**src/spim_pkg.sv**
```systemverilog
`default_nettype none

package spim_pkg;

	localparam int CMD_W          = 32;
	localparam int DATA_W         = 32;
	localparam int SIZE_W         = 16;
	localparam int BITS_W         = 5;
	localparam int NUM_CS         = 4;
	localparam int NUM_EVT        = 4;
	localparam int CNT_W          = 8;
	localparam int CFG_SETTLE_CYC = 1;

	localparam int OP_HI       = 31;
	localparam int OP_LO       = 28;
	localparam int QPI_BIT     = 27;
	localparam int LSB_BIT     = 26;
	localparam int WTRANSF_HI  = 22;
	localparam int WTRANSF_LO  = 21;
	localparam int WSIZE_HI    = 20;
	localparam int WSIZE_LO    = 16;
	localparam int SIZE_HI     = 15; // Also the SEND_CMD data field.
	localparam int SIZE_LO     = 0;
	localparam int CSWAIT_HI   = 15;
	localparam int CSWAIT_LO   = 8;
	localparam int CS_HI       = 1;
	localparam int CS_LO       = 0;
	localparam int WTYP_HI     = 9;
	localparam int WTYP_LO     = 8;
	localparam int WCYC_HI     = 7;
	localparam int WCYC_LO     = 0;
	localparam int WEVT_HI     = 1;
	localparam int WEVT_LO     = 0;
	localparam int EOT_EVT_BIT = 0;
	localparam int EOT_KEEP_BIT = 1;
	localparam int CPOL_BIT    = 9;
	localparam int CPHA_BIT    = 8;
	localparam int CLKDIV_HI   = 7;
	localparam int CLKDIV_LO   = 0;

	typedef enum logic [3:0] {
		OP_CFG      = 4'd0,
		OP_SOT      = 4'd1,
		OP_SEND_CMD = 4'd2,
		OP_WAIT     = 4'd5,
		OP_TX_DATA  = 4'd6,
		OP_RX_DATA  = 4'd7,
		OP_EOT      = 4'd9
	} spim_op_e;

	typedef struct packed {
		logic                       cpol;
		logic                       cpha;
		logic [CLKDIV_HI:CLKDIV_LO] clkdiv;
	} spim_clk_cfg_t;

	typedef struct packed {
		logic [SIZE_W-1:0] size;
		logic [BITS_W-1:0] bits_word;
		logic [1:0]        word_transf;
		logic              lsb_first;
		logic              qpi;
	} spim_xfer_t;

endpackage

`default_nettype wire
```
**src/spim_ctrl.sv**
```systemverilog
`timescale 1ns/1ns
`default_nettype none

module spim_ctrl import spim_pkg::*; (
	input  wire                clk_i,
	input  wire                rstn_i,
	input  wire [CMD_W-1:0]    udma_cmd_i,
	input  wire                udma_cmd_valid_i,
	output logic               udma_cmd_ready_o,
	input  wire [DATA_W-1:0]   udma_tx_data_i,
	input  wire                udma_tx_data_valid_i,
	output logic               udma_tx_data_ready_o,
	output logic [DATA_W-1:0]  udma_rx_data_o,
	output logic               udma_rx_data_valid_o,
	input  wire                udma_rx_data_ready_i,
	output logic               tx_start_o,
	output spim_xfer_t         tx_xfer_o,
	input  wire                tx_done_i,
	output logic [DATA_W-1:0]  tx_data_o,
	output logic               tx_data_valid_o,
	input  wire                tx_data_ready_i,
	output logic               rx_start_o,
	output spim_xfer_t         rx_xfer_o,
	input  wire                rx_done_i,
	input  wire [DATA_W-1:0]   rx_data_i,
	input  wire                rx_data_valid_i,
	output logic               rx_data_ready_o,
	output spim_clk_cfg_t      clk_cfg_o,
	output logic               clk_cfg_update_o,
	output logic [NUM_CS-1:0]  spi_csn_o,
	input  wire [NUM_EVT-1:0]  event_i,
	output logic               eot_o
);

	logic [CMD_W-1:0] cmd_word;
	logic             ld_clk_cfg;
	logic             ld_cs;
	logic             clr_cs;
	logic             ld_evt;
	logic             ld_qpi;
	logic             qpi;
	logic             evt_hit;
	logic             cnt_start;
	logic [CNT_W-1:0] cnt_target;
	logic             cnt_done;

	spim_sequencer u_sequencer (
		.clk_i                (clk_i),
		.rstn_i               (rstn_i),
		.udma_cmd_i           (udma_cmd_i),
		.udma_cmd_valid_i     (udma_cmd_valid_i),
		.udma_cmd_ready_o     (udma_cmd_ready_o),
		.udma_tx_data_i       (udma_tx_data_i),
		.udma_tx_data_valid_i (udma_tx_data_valid_i),
		.udma_tx_data_ready_o (udma_tx_data_ready_o),
		.udma_rx_data_o       (udma_rx_data_o),
		.udma_rx_data_valid_o (udma_rx_data_valid_o),
		.udma_rx_data_ready_i (udma_rx_data_ready_i),
		.tx_start_o           (tx_start_o),
		.tx_xfer_o            (tx_xfer_o),
		.tx_done_i            (tx_done_i),
		.tx_data_o            (tx_data_o),
		.tx_data_valid_o      (tx_data_valid_o),
		.tx_data_ready_i      (tx_data_ready_i),
		.rx_start_o           (rx_start_o),
		.rx_xfer_o            (rx_xfer_o),
		.rx_done_i            (rx_done_i),
		.rx_data_i            (rx_data_i),
		.rx_data_valid_i      (rx_data_valid_i),
		.rx_data_ready_o      (rx_data_ready_o),
		.eot_o                (eot_o),
		.cmd_word_o           (cmd_word),
		.ld_clk_cfg_o         (ld_clk_cfg),
		.ld_cs_o              (ld_cs),
		.clr_cs_o             (clr_cs),
		.ld_evt_o             (ld_evt),
		.ld_qpi_o             (ld_qpi),
		.qpi_i                (qpi),
		.evt_hit_i            (evt_hit),
		.cnt_start_o          (cnt_start),
		.cnt_target_o         (cnt_target),
		.cnt_done_i           (cnt_done)
	);

	spim_cfg_regs u_cfg_regs (
		.clk_i            (clk_i),
		.rstn_i           (rstn_i),
		.cmd_word_i       (cmd_word),
		.ld_clk_cfg_i     (ld_clk_cfg),
		.ld_cs_i          (ld_cs),
		.clr_cs_i         (clr_cs),
		.ld_evt_i         (ld_evt),
		.ld_qpi_i         (ld_qpi),
		.event_i          (event_i),
		.clk_cfg_o        (clk_cfg_o),
		.clk_cfg_update_o (clk_cfg_update_o),
		.spi_csn_o        (spi_csn_o),
		.qpi_o            (qpi),
		.evt_hit_o        (evt_hit)
	);

	spim_wait_counter u_wait_counter (
		.clk_i    (clk_i),
		.rstn_i   (rstn_i),
		.start_i  (cnt_start),
		.target_i (cnt_target),
		.done_o   (cnt_done)
	);

endmodule

`default_nettype wire

```
**src/spim_sequencer.sv**
```systemverilog
`timescale 1ns/1ns
`default_nettype none

module spim_sequencer import spim_pkg::*; (
	input  wire                clk_i,
	input  wire                rstn_i,
	input  wire [CMD_W-1:0]    udma_cmd_i,
	input  wire                udma_cmd_valid_i,
	output logic               udma_cmd_ready_o,
	input  wire [DATA_W-1:0]   udma_tx_data_i,
	input  wire                udma_tx_data_valid_i,
	output logic               udma_tx_data_ready_o,
	output logic [DATA_W-1:0]  udma_rx_data_o,
	output logic               udma_rx_data_valid_o,
	input  wire                udma_rx_data_ready_i,
	output logic               tx_start_o,
	output spim_xfer_t         tx_xfer_o,
	input  wire                tx_done_i,
	output logic [DATA_W-1:0]  tx_data_o,
	output logic               tx_data_valid_o,
	input  wire                tx_data_ready_i,
	output logic               rx_start_o,
	output spim_xfer_t         rx_xfer_o,
	input  wire                rx_done_i,
	input  wire [DATA_W-1:0]   rx_data_i,
	input  wire                rx_data_valid_i,
	output logic               rx_data_ready_o,
	output logic               eot_o,
	output logic [CMD_W-1:0]   cmd_word_o,
	output logic               ld_clk_cfg_o,
	output logic               ld_cs_o,
	output logic               clr_cs_o,
	output logic               ld_evt_o,
	output logic               ld_qpi_o,
	input  wire                qpi_i,
	input  wire                evt_hit_i,
	output logic               cnt_start_o,
	output logic [CNT_W-1:0]   cnt_target_o,
	input  wire                cnt_done_i
);

	typedef enum logic [2:0] {
		ST_IDLE,
		ST_XFER,
		ST_WAIT_EVT,
		ST_WAIT_CNT,
		ST_RELEASE
	} state_e;

	state_e     state_q;
	state_e     state_d;
	spim_op_e   op;
	spim_xfer_t xfer_cmd;
	logic [1:0] wtransf;

	assign op               = spim_op_e'(udma_cmd_i[OP_HI:OP_LO]);
	assign cmd_word_o       = udma_cmd_i;
	assign udma_cmd_ready_o = (state_q == ST_IDLE);

	always_comb begin
		case (udma_cmd_i[WTRANSF_HI:WTRANSF_LO])
			2'd1:    wtransf = 2'd1;
			2'd2:    wtransf = 2'd3;
			default: wtransf = 2'd0;
		endcase
	end

	assign xfer_cmd = '{
		size:        udma_cmd_i[SIZE_HI:SIZE_LO],
		bits_word:   udma_cmd_i[WSIZE_HI:WSIZE_LO],
		word_transf: wtransf,
		lsb_first:   udma_cmd_i[LSB_BIT],
		qpi:         udma_cmd_i[QPI_BIT]
	};

	always_comb begin
		state_d              = state_q;
		tx_start_o           = 1'b0;
		rx_start_o           = 1'b0;
		tx_xfer_o            = '0;
		tx_xfer_o.qpi        = qpi_i;
		rx_xfer_o            = '0;
		rx_xfer_o.qpi        = qpi_i;
		tx_data_o            = '0;
		tx_data_valid_o      = 1'b0;
		udma_tx_data_ready_o = 1'b0;
		udma_rx_data_o       = '0;
		udma_rx_data_valid_o = 1'b0;
		rx_data_ready_o      = 1'b0;
		ld_clk_cfg_o         = 1'b0;
		ld_cs_o              = 1'b0;
		clr_cs_o             = 1'b0;
		ld_evt_o             = 1'b0;
		ld_qpi_o             = 1'b0;
		eot_o                = 1'b0;
		cnt_start_o          = 1'b0;
		cnt_target_o         = '0;
		case (state_q)
			ST_IDLE: if (udma_cmd_valid_i) begin
				case (op)
					OP_CFG: begin
						ld_clk_cfg_o = 1'b1;
						cnt_start_o  = 1'b1;
						cnt_target_o = CNT_W'(CFG_SETTLE_CYC); // Let the new clock settle.
						state_d      = ST_WAIT_CNT;
					end
					OP_SOT: begin
						ld_cs_o      = 1'b1;
						cnt_start_o  = 1'b1;
						cnt_target_o = udma_cmd_i[CSWAIT_HI:CSWAIT_LO];
						state_d      = ST_WAIT_CNT;
					end
					OP_SEND_CMD: begin
						ld_qpi_o            = 1'b1;
						tx_start_o          = 1'b1;
						tx_xfer_o.bits_word = xfer_cmd.bits_word;
						tx_xfer_o.qpi       = xfer_cmd.qpi;
						tx_data_o           = DATA_W'(udma_cmd_i[SIZE_HI:SIZE_LO]);
						tx_data_valid_o     = 1'b1;
						state_d             = ST_XFER;
					end
					OP_TX_DATA: begin
						ld_qpi_o   = 1'b1;
						tx_start_o = 1'b1;
						tx_xfer_o  = xfer_cmd;
						state_d    = ST_XFER;
					end
					OP_RX_DATA: begin
						ld_qpi_o   = 1'b1;
						rx_start_o = 1'b1;
						rx_xfer_o  = xfer_cmd;
						state_d    = ST_XFER;
					end
					OP_WAIT: begin
						if (udma_cmd_i[WTYP_HI:WTYP_LO] == 2'd0) begin
							ld_evt_o = 1'b1;
							state_d  = ST_WAIT_EVT;
						end else if (udma_cmd_i[WTYP_HI:WTYP_LO] == 2'd1) begin
							cnt_start_o  = 1'b1;
							cnt_target_o = udma_cmd_i[WCYC_HI:WCYC_LO];
							state_d      = ST_WAIT_CNT;
						end
					end
					OP_EOT: begin
						eot_o = udma_cmd_i[EOT_EVT_BIT];
						if (!udma_cmd_i[EOT_KEEP_BIT])
							state_d = ST_RELEASE;
					end
					default: state_d = ST_IDLE; // Unknown opcodes are dropped.
				endcase
			end
			ST_XFER: begin
				tx_data_o            = udma_tx_data_i;
				tx_data_valid_o      = udma_tx_data_valid_i;
				udma_tx_data_ready_o = tx_data_ready_i;
				udma_rx_data_o       = rx_data_i;
				udma_rx_data_valid_o = rx_data_valid_i;
				rx_data_ready_o      = udma_rx_data_ready_i;
				if (tx_done_i || rx_done_i)
					state_d = ST_IDLE; // Only one shifter runs at a time.
			end
			ST_WAIT_EVT: if (evt_hit_i) state_d = ST_IDLE;
			ST_WAIT_CNT: if (cnt_done_i) state_d = ST_IDLE;
			ST_RELEASE: begin
				clr_cs_o = 1'b1;
				state_d  = ST_IDLE;
			end
			default: state_d = ST_IDLE;
		endcase
	end

	always_ff @(posedge clk_i or negedge rstn_i) begin
		if (!rstn_i)
			state_q <= ST_IDLE;
		else
			state_q <= state_d;
	end

endmodule

`default_nettype wire

```
**src/spim_cfg_regs.sv**
```systemverilog
`timescale 1ns/1ns
`default_nettype none

module spim_cfg_regs import spim_pkg::*; (
	input  wire                 clk_i,
	input  wire                 rstn_i,
	input  wire [CMD_W-1:0]     cmd_word_i,
	input  wire                 ld_clk_cfg_i,
	input  wire                 ld_cs_i,
	input  wire                 clr_cs_i,
	input  wire                 ld_evt_i,
	input  wire                 ld_qpi_i,
	input  wire [NUM_EVT-1:0]   event_i,
	output spim_clk_cfg_t       clk_cfg_o,
	output logic                clk_cfg_update_o,
	output logic [NUM_CS-1:0]   spi_csn_o,
	output logic                qpi_o,
	output logic                evt_hit_o
);

	logic [WEVT_HI-WEVT_LO:0] evt_sel_q;

	always_ff @(posedge clk_i or negedge rstn_i) begin
		if (!rstn_i) begin
			clk_cfg_o        <= '0;
			clk_cfg_update_o <= 1'b0;
		end else begin
			clk_cfg_update_o <= ld_clk_cfg_i; // Pulse trails the register load by one cycle.
			if (ld_clk_cfg_i) begin
				clk_cfg_o.cpol   <= cmd_word_i[CPOL_BIT];
				clk_cfg_o.cpha   <= cmd_word_i[CPHA_BIT];
				clk_cfg_o.clkdiv <= cmd_word_i[CLKDIV_HI:CLKDIV_LO];
			end
		end
	end

	// Chip selects only drop on load, release brings all of them back up.
	always_ff @(posedge clk_i or negedge rstn_i) begin
		if (!rstn_i) begin
			spi_csn_o <= '1;
		end else if (ld_cs_i) begin
			spi_csn_o[cmd_word_i[CS_HI:CS_LO]] <= 1'b0;
		end else if (clr_cs_i) begin
			spi_csn_o <= '1;
		end
	end

	always_ff @(posedge clk_i or negedge rstn_i) begin
		if (!rstn_i) begin
			qpi_o     <= 1'b0;
			evt_sel_q <= '0;
		end else begin
			if (ld_qpi_i)
				qpi_o <= cmd_word_i[QPI_BIT];
			if (ld_evt_i)
				evt_sel_q <= cmd_word_i[WEVT_HI:WEVT_LO];
		end
	end

	assign evt_hit_o = event_i[evt_sel_q]; // Level of the selected event.

endmodule

`default_nettype wire

```
**src/spim_wait_counter.sv**
```systemverilog
`timescale 1ns/1ns
`default_nettype none

module spim_wait_counter import spim_pkg::*; (
	input  wire             clk_i,
	input  wire             rstn_i,
	input  wire             start_i,
	input  wire [CNT_W-1:0] target_i,
	output logic            done_o
);

	logic             busy_q;
	logic [CNT_W-1:0] cnt_q;
	logic [CNT_W-1:0] target_q;

	assign done_o = busy_q && (cnt_q == target_q);

	always_ff @(posedge clk_i or negedge rstn_i) begin
		if (!rstn_i) begin
			busy_q <= 1'b0;
			cnt_q  <= '0;
		end else if (start_i) begin
			busy_q <= 1'b1;
			cnt_q  <= '0;
		end else if (done_o) begin
			busy_q <= 1'b0;
			cnt_q  <= '0;
		end else if (busy_q) begin
			cnt_q <= cnt_q + 1'b1;
		end
	end

	always_ff @(posedge clk_i) begin
		if (start_i)
			target_q <= target_i; // Held for the whole count.
	end

endmodule

`default_nettype wire

```
**config.mk**
```make
export PLATFORM = sky130hd
export DESIGN_NAME = spim_ctrl
export DESIGN_NICKNAME = d
export VERILOG_FILES = /design/src/spim_pkg.sv /design/src/spim_ctrl.sv /design/src/spim_sequencer.sv /design/src/spim_cfg_regs.sv /design/src/spim_wait_counter.sv
export SDC_FILE = /design/constraint.sdc
export NUM_CORES = 1
export LEC_CHECK = 0
export BUFFER_PORTS_ARGS = -buffer_cell sky130_fd_sc_hd__buf_2
export CAP_MARGIN = 20
export CORE_AREA = 2 2 94 96
export DETAILED_ROUTE_END_ITERATION = 6
export DIE_AREA = 0 0 96 98
export PLACE_DENSITY = 0.82
export SETUP_SLACK_MARGIN = 0.15
export SYNTH_ARGS = -nofsm -noshare
export SYNTH_HDL_FRONTEND = slang
export SYNTH_HIERARCHICAL = 1
export SYNTH_SLANG_ARGS = --single-unit
```
**constraint.sdc**
```tcl
create_clock -name clk_i -period 3 [get_ports clk_i]
set_input_delay 0.3 -clock clk_i [delete_from_list [all_inputs] [get_ports clk_i]]
set_output_delay 0.3 -clock clk_i [all_outputs]
set_load 0.05 [all_outputs]
```
Word-level counts from Yosys, hierarchy flattened --
Cells that the tools add are included. W data, S select, Z words.
Operators by class: reduce and logical (&&, ||, !) cells 14, bitwise logic cells 2, mux-type cells 71, equality and inequality tests 20, add/subtract/negate cells 1, $lt $le $gt $ge 3
Operators by type and width (number):
- $mux W25 | 5
- $mux W32 | 2
- $pmux W32 S2 | 1
- $mux W8 | 5
- $mux W1 | 37
- $mux W16 | 2
- $mux W3 | 8
- $pmux W3 S4 | 2
- $pmux W8 S3 | 1
- $eq A4 B3 Y1 const B | 3
- $add A8 B1 Y8 const B | 1
- $eq A8 B8 Y1 | 1
- $mux W4 | 2
- $eq A3 B2 Y1 const B | 2
- $lt A2 B3 Y1 const B | 2
- $ne A2 B2 Y1 const B | 3
- $reduce_and A6 Y1 | 1
- $mux W5 | 1
- $and A4 B4 Y4 | 1
- $eq A2 B1 Y1 const B | 2
- $eq A4 B1 Y1 const B | 1
- $eq A4 B2 Y1 const B | 1
- $eq A4 B4 Y1 const B | 1
- $logic_not A4 Y1 | 1
- 21 further kinds | 25
Storage, ports and cells: flip-flop bits (word level) 38, word-level logic and storage cells 122, output and inout port bits 137, bits of input ports 109

Logic depth before layout (Yosys ltp) --
depth after elaboration 7, depth in mapped cells 7, gate-level depth less buffers 6

Modules after synthesis --
The synthesis kept the hierarchy.
Modules (own cells, without submodules):
- spim_sequencer | area each 1660.3 µm², seq. area each 75.1 µm², cells each 247, times used 1
- spim_wait_counter | area each 804.5 µm², seq. area each 465.4 µm², cells each 58, times used 1
- spim_cfg_regs | area each 709.4 µm², seq. area each 455.4 µm², cells each 47, times used 1

Least setup slack after synthesis --
OpenSTA, ideal clock, no wires.
path kind flip-flop to output port, start point register u_sequencer.state_q[1], end point output tx_xfer_o[4] (netlist bit), path buffers 1, required time 2700 ps, stages on the path, launching flop included 5, arrival 2897 ps, path slack -197 ps, cells stage by stage dfrtp_1 -> or4b_1 -> buf_2 -> nor3_1 -> and2_1
RTL lines:
- start: declaration | RTL line spim_sequencer.sv:50 | state_e state_q;
- start signal: assignment | RTL line spim_sequencer.sv:176 | state_q <= state_d;
- end: declaration | RTL line spim_ctrl.sv:17 | output spim_xfer_t tx_xfer_o,

Worst setup path in the final report --
start point register u_sequencer.state_q[1], end point output eot_o
Between the ends: word-level cells in the longest chain between the ends 2
RTL lines:
- $logic_not A3 Y1 | RTL line spim_sequencer.sv:98 | case (state_q)
- $mux W1 | RTL line spim_sequencer.sv:98
- end: declaration | RTL line spim_ctrl.sv:32 | output logic eot_o
Every way passes these cells.

==> metrics.md <==
| Metric | Value |
|---|---|
| GRT Total Usage | 25.7% |
| Max Cap Viol | 0 |
| Max Freq | 368 MHz |
| Hold Worst Slack | 30.8 ps |
| CP Class | flop to output pin |
| Syn_nets | 442 |
| Final cell count without fillers | 667 |
| DR vias | 3,414 |
| DP Cell Count | 657 |
| Layout cell share with drive strength beyond 1 | 53.7% |
| Final hold vios | 0 |
| Setup WS post-layout | 286 ps |
| Crit path max-delay family | simple AND/OR/NAND/NOR gates |
| Origin of the critical flop-to-flop path | u_sequencer/state_q[1]$_DFFE_PN0P_ |
| Worst path max stage delay | 660 ps |
| Cell count after synthesis | 331 |
| CTS root buffer | clkbuf_8 |
| DR WL/cell | 18.7 um |
| Pwr Density | 562 mW/mm2 |
| Layout fillers | 775 |
| Die ar. | 0.00941 mm2 |
| Multi-input gate area | 0.00183 mm2 |
| Startpoint type of the worst setup path | flop |
| Flop2flop setup slack | 730 ps |
| Area growth, synth to finish | 45.3% |
| Crit Reg-Reg Endpoint | u_cfg_regs/evt_sel_q[1]$_DFFE_PN0P_ |
| Post-Syn Area per Cell | 9.11 um2 |
| Ports | 246 |
| Worst skew pair latency | 300 ps |
| Post-DRT Antenna Nets | 0 |
| Residual DRC | 0 |
| YS warnings | 6 |
| Reg2Reg Depth | 3 |
| Routability Congestion | 0.944 |
| Worst hold-check path type | input port to async pin |
| Setup slack at placement | 417 ps |
| Slowest CP cell | or4b_4 |
| Worst Path Max Fanout | 16 |
| Max-slew violations | 0 |
| Clock Tree Buf Depth | 2 |
| Initial detailed-routing violation count | 244 |
| RSZ-0062 raised after global routing | false |
| Rows | 34 |
| Starting Density | 35.6% |
| Syn Std Cell Area | 0.00302 mm2 |
| Worst Path Required | 2700 ps |
| Chip height | 98 um |
| WP buf/inv | 1 |
| Cell Chain, Critical Path | or4b_4 > or4b_1 > nor2_1 > buf_2 |
| Period utilization | 90.5% |
| H-tree Lvls | 2 |
| Status | finished clean |
| # port buffers | 242 |
| Slew of the pin with the lowest slew margin | 665 ps |
| Nets | 667 |
| Drt first pass iters | 4 |
| Final min period | 2710 ps |
| Leakage | 2.43 nW |
| Num CTS Buffers | 5 |
| Core box area | 0.00847 mm2 |
| Register area | 996 um2 |
| Vias in the first global route | 3,161 |
| Slew headroom | 55.0% |
| Count of clock tree sinks | 38 |
| Final setup fails | 0 |
| Maximum vdd ir drop | 0.304 mV |
| Largest net degree at the start of global routing | 65 |
| Antenna violations before repair | 2 |
| Vias per cell | 5.12 |
| Final WL | 12,500 um |
| Die Width | 96 um |
| CP endpoint kind | output pin |
| CTS hold repair buffers | 0 |
| Clock Pin Slew Worst Setup and Hold Paths | 80 ps |
| CTS tree | built |
| First-pass GRT wire length | 18,100 um |
| Congestion Overflow GR | 0 |
| Worst EP arrival | 2410 ps |
| Hpwl dp | 10,200 um |
| Setup Skew | 11.4 ps |
metrics by stage:
step | power [mW] | TNS, ps | area [um2] | utilization, %
finish | 2.46 | 0 | 4380 | 51.8
detailed placement | 2.12 | 0 | 4290 | 50.7
floorplan | 1.77 | -290 | 3020 | -
CTS | 2.47 | 0 | 4380 | 51.7
global placement | 2.10 | 0 | 4290 | 50.7
global route | 2.58 | 0 | 4380 | 51.7
worst max-delay path by stage:
stage                                                  start            to  slack, ps  cells after the start
after floorplan           u_sequencer/state_q[1]$_DFFE_PN0P_  rx_xfer_o[2]        -90                      4
after global placement    u_sequencer/state_q[1]$_DFFE_PN0P_         eot_o        450                      4
after detailed placement  u_sequencer/state_q[1]$_DFFE_PN0P_         eot_o        420                      4
after CTS                 u_sequencer/state_q[1]$_DFFE_PN0P_         eot_o        290                      4
after global routing      u_sequencer/state_q[1]$_DFFE_PN0P_         eot_o        200                      4
final                     u_sequencer/state_q[1]$_DFFE_PN0P_         eot_o        290                      4
per-layer routing:
metal	track usage (%)	wire [um]
met2	42.5	6420
met3	5.94	883
met1	33.3	4910
met4	7.14	246
met5	0	0
flip-flops by register name (all words and copies together), names as in the netlist:
| signal | flops |
|---|---|
| u_cfg_regs/clk_cfg_o | 10 |
| u_cfg_regs/clk_cfg_update_o | 1 |
| u_cfg_regs/evt_sel_q | 2 |
| u_cfg_regs/qpi_o | 1 |
| u_cfg_regs/spi_csn_o | 4 |
| u_sequencer/state_q | 3 |
| u_wait_counter/busy_q | 1 |
| u_wait_counter/cnt_q | 8 |
| u_wait_counter/target_q | 8 |
worst reg2reg max path, cell delays in order (launching register included):
cell and delay, ps:
dfrtp_1 440, or4b_4 660, nor4bb_1 640, mux2_2 410
placed cells by master, fill, tap and decap left out, drive strengths merged, types with 6 or more instances in the layout:
| master | instances |
|---|---|
| buf | 254 |
| and2 | 95 |
| dfrtp | 26 |
| nor2 | 19 |
| mux2 | 15 |
| xor2 | 14 |
| nor3 | 13 |
| a32oi | 12 |
| a22o | 11 |
| edfxtp | 8 |
| nor4 | 7 |
| inv | 6 |
| nor2b | 6 |
| nand2 | 6 |
| clkbuf | 6 |
what timing repair did:
item                       CTS  global route
setup buffers                0             0
setup endpoints to repair    6             0
gates resized for setup      1             0
report_power, final:
part           internal [mW]  leakage [nW]  switching [mW]
Clock                  0.161        0.0450           0.184
Combinational          0.397          1.95           0.941
Sequential             0.659         0.436           0.122
cell type report:
type,instances,share of cell area (%)
clock buffer,6,1.66
tap,108,3.08
inverter,6,0.514
sequential,38,22.7
timing repair buffer,254,30.0
clock inverter,2,0.228
multi-input combinational,251,41.7
antenna,2,0.114
(Power assumes the default switching activity.)
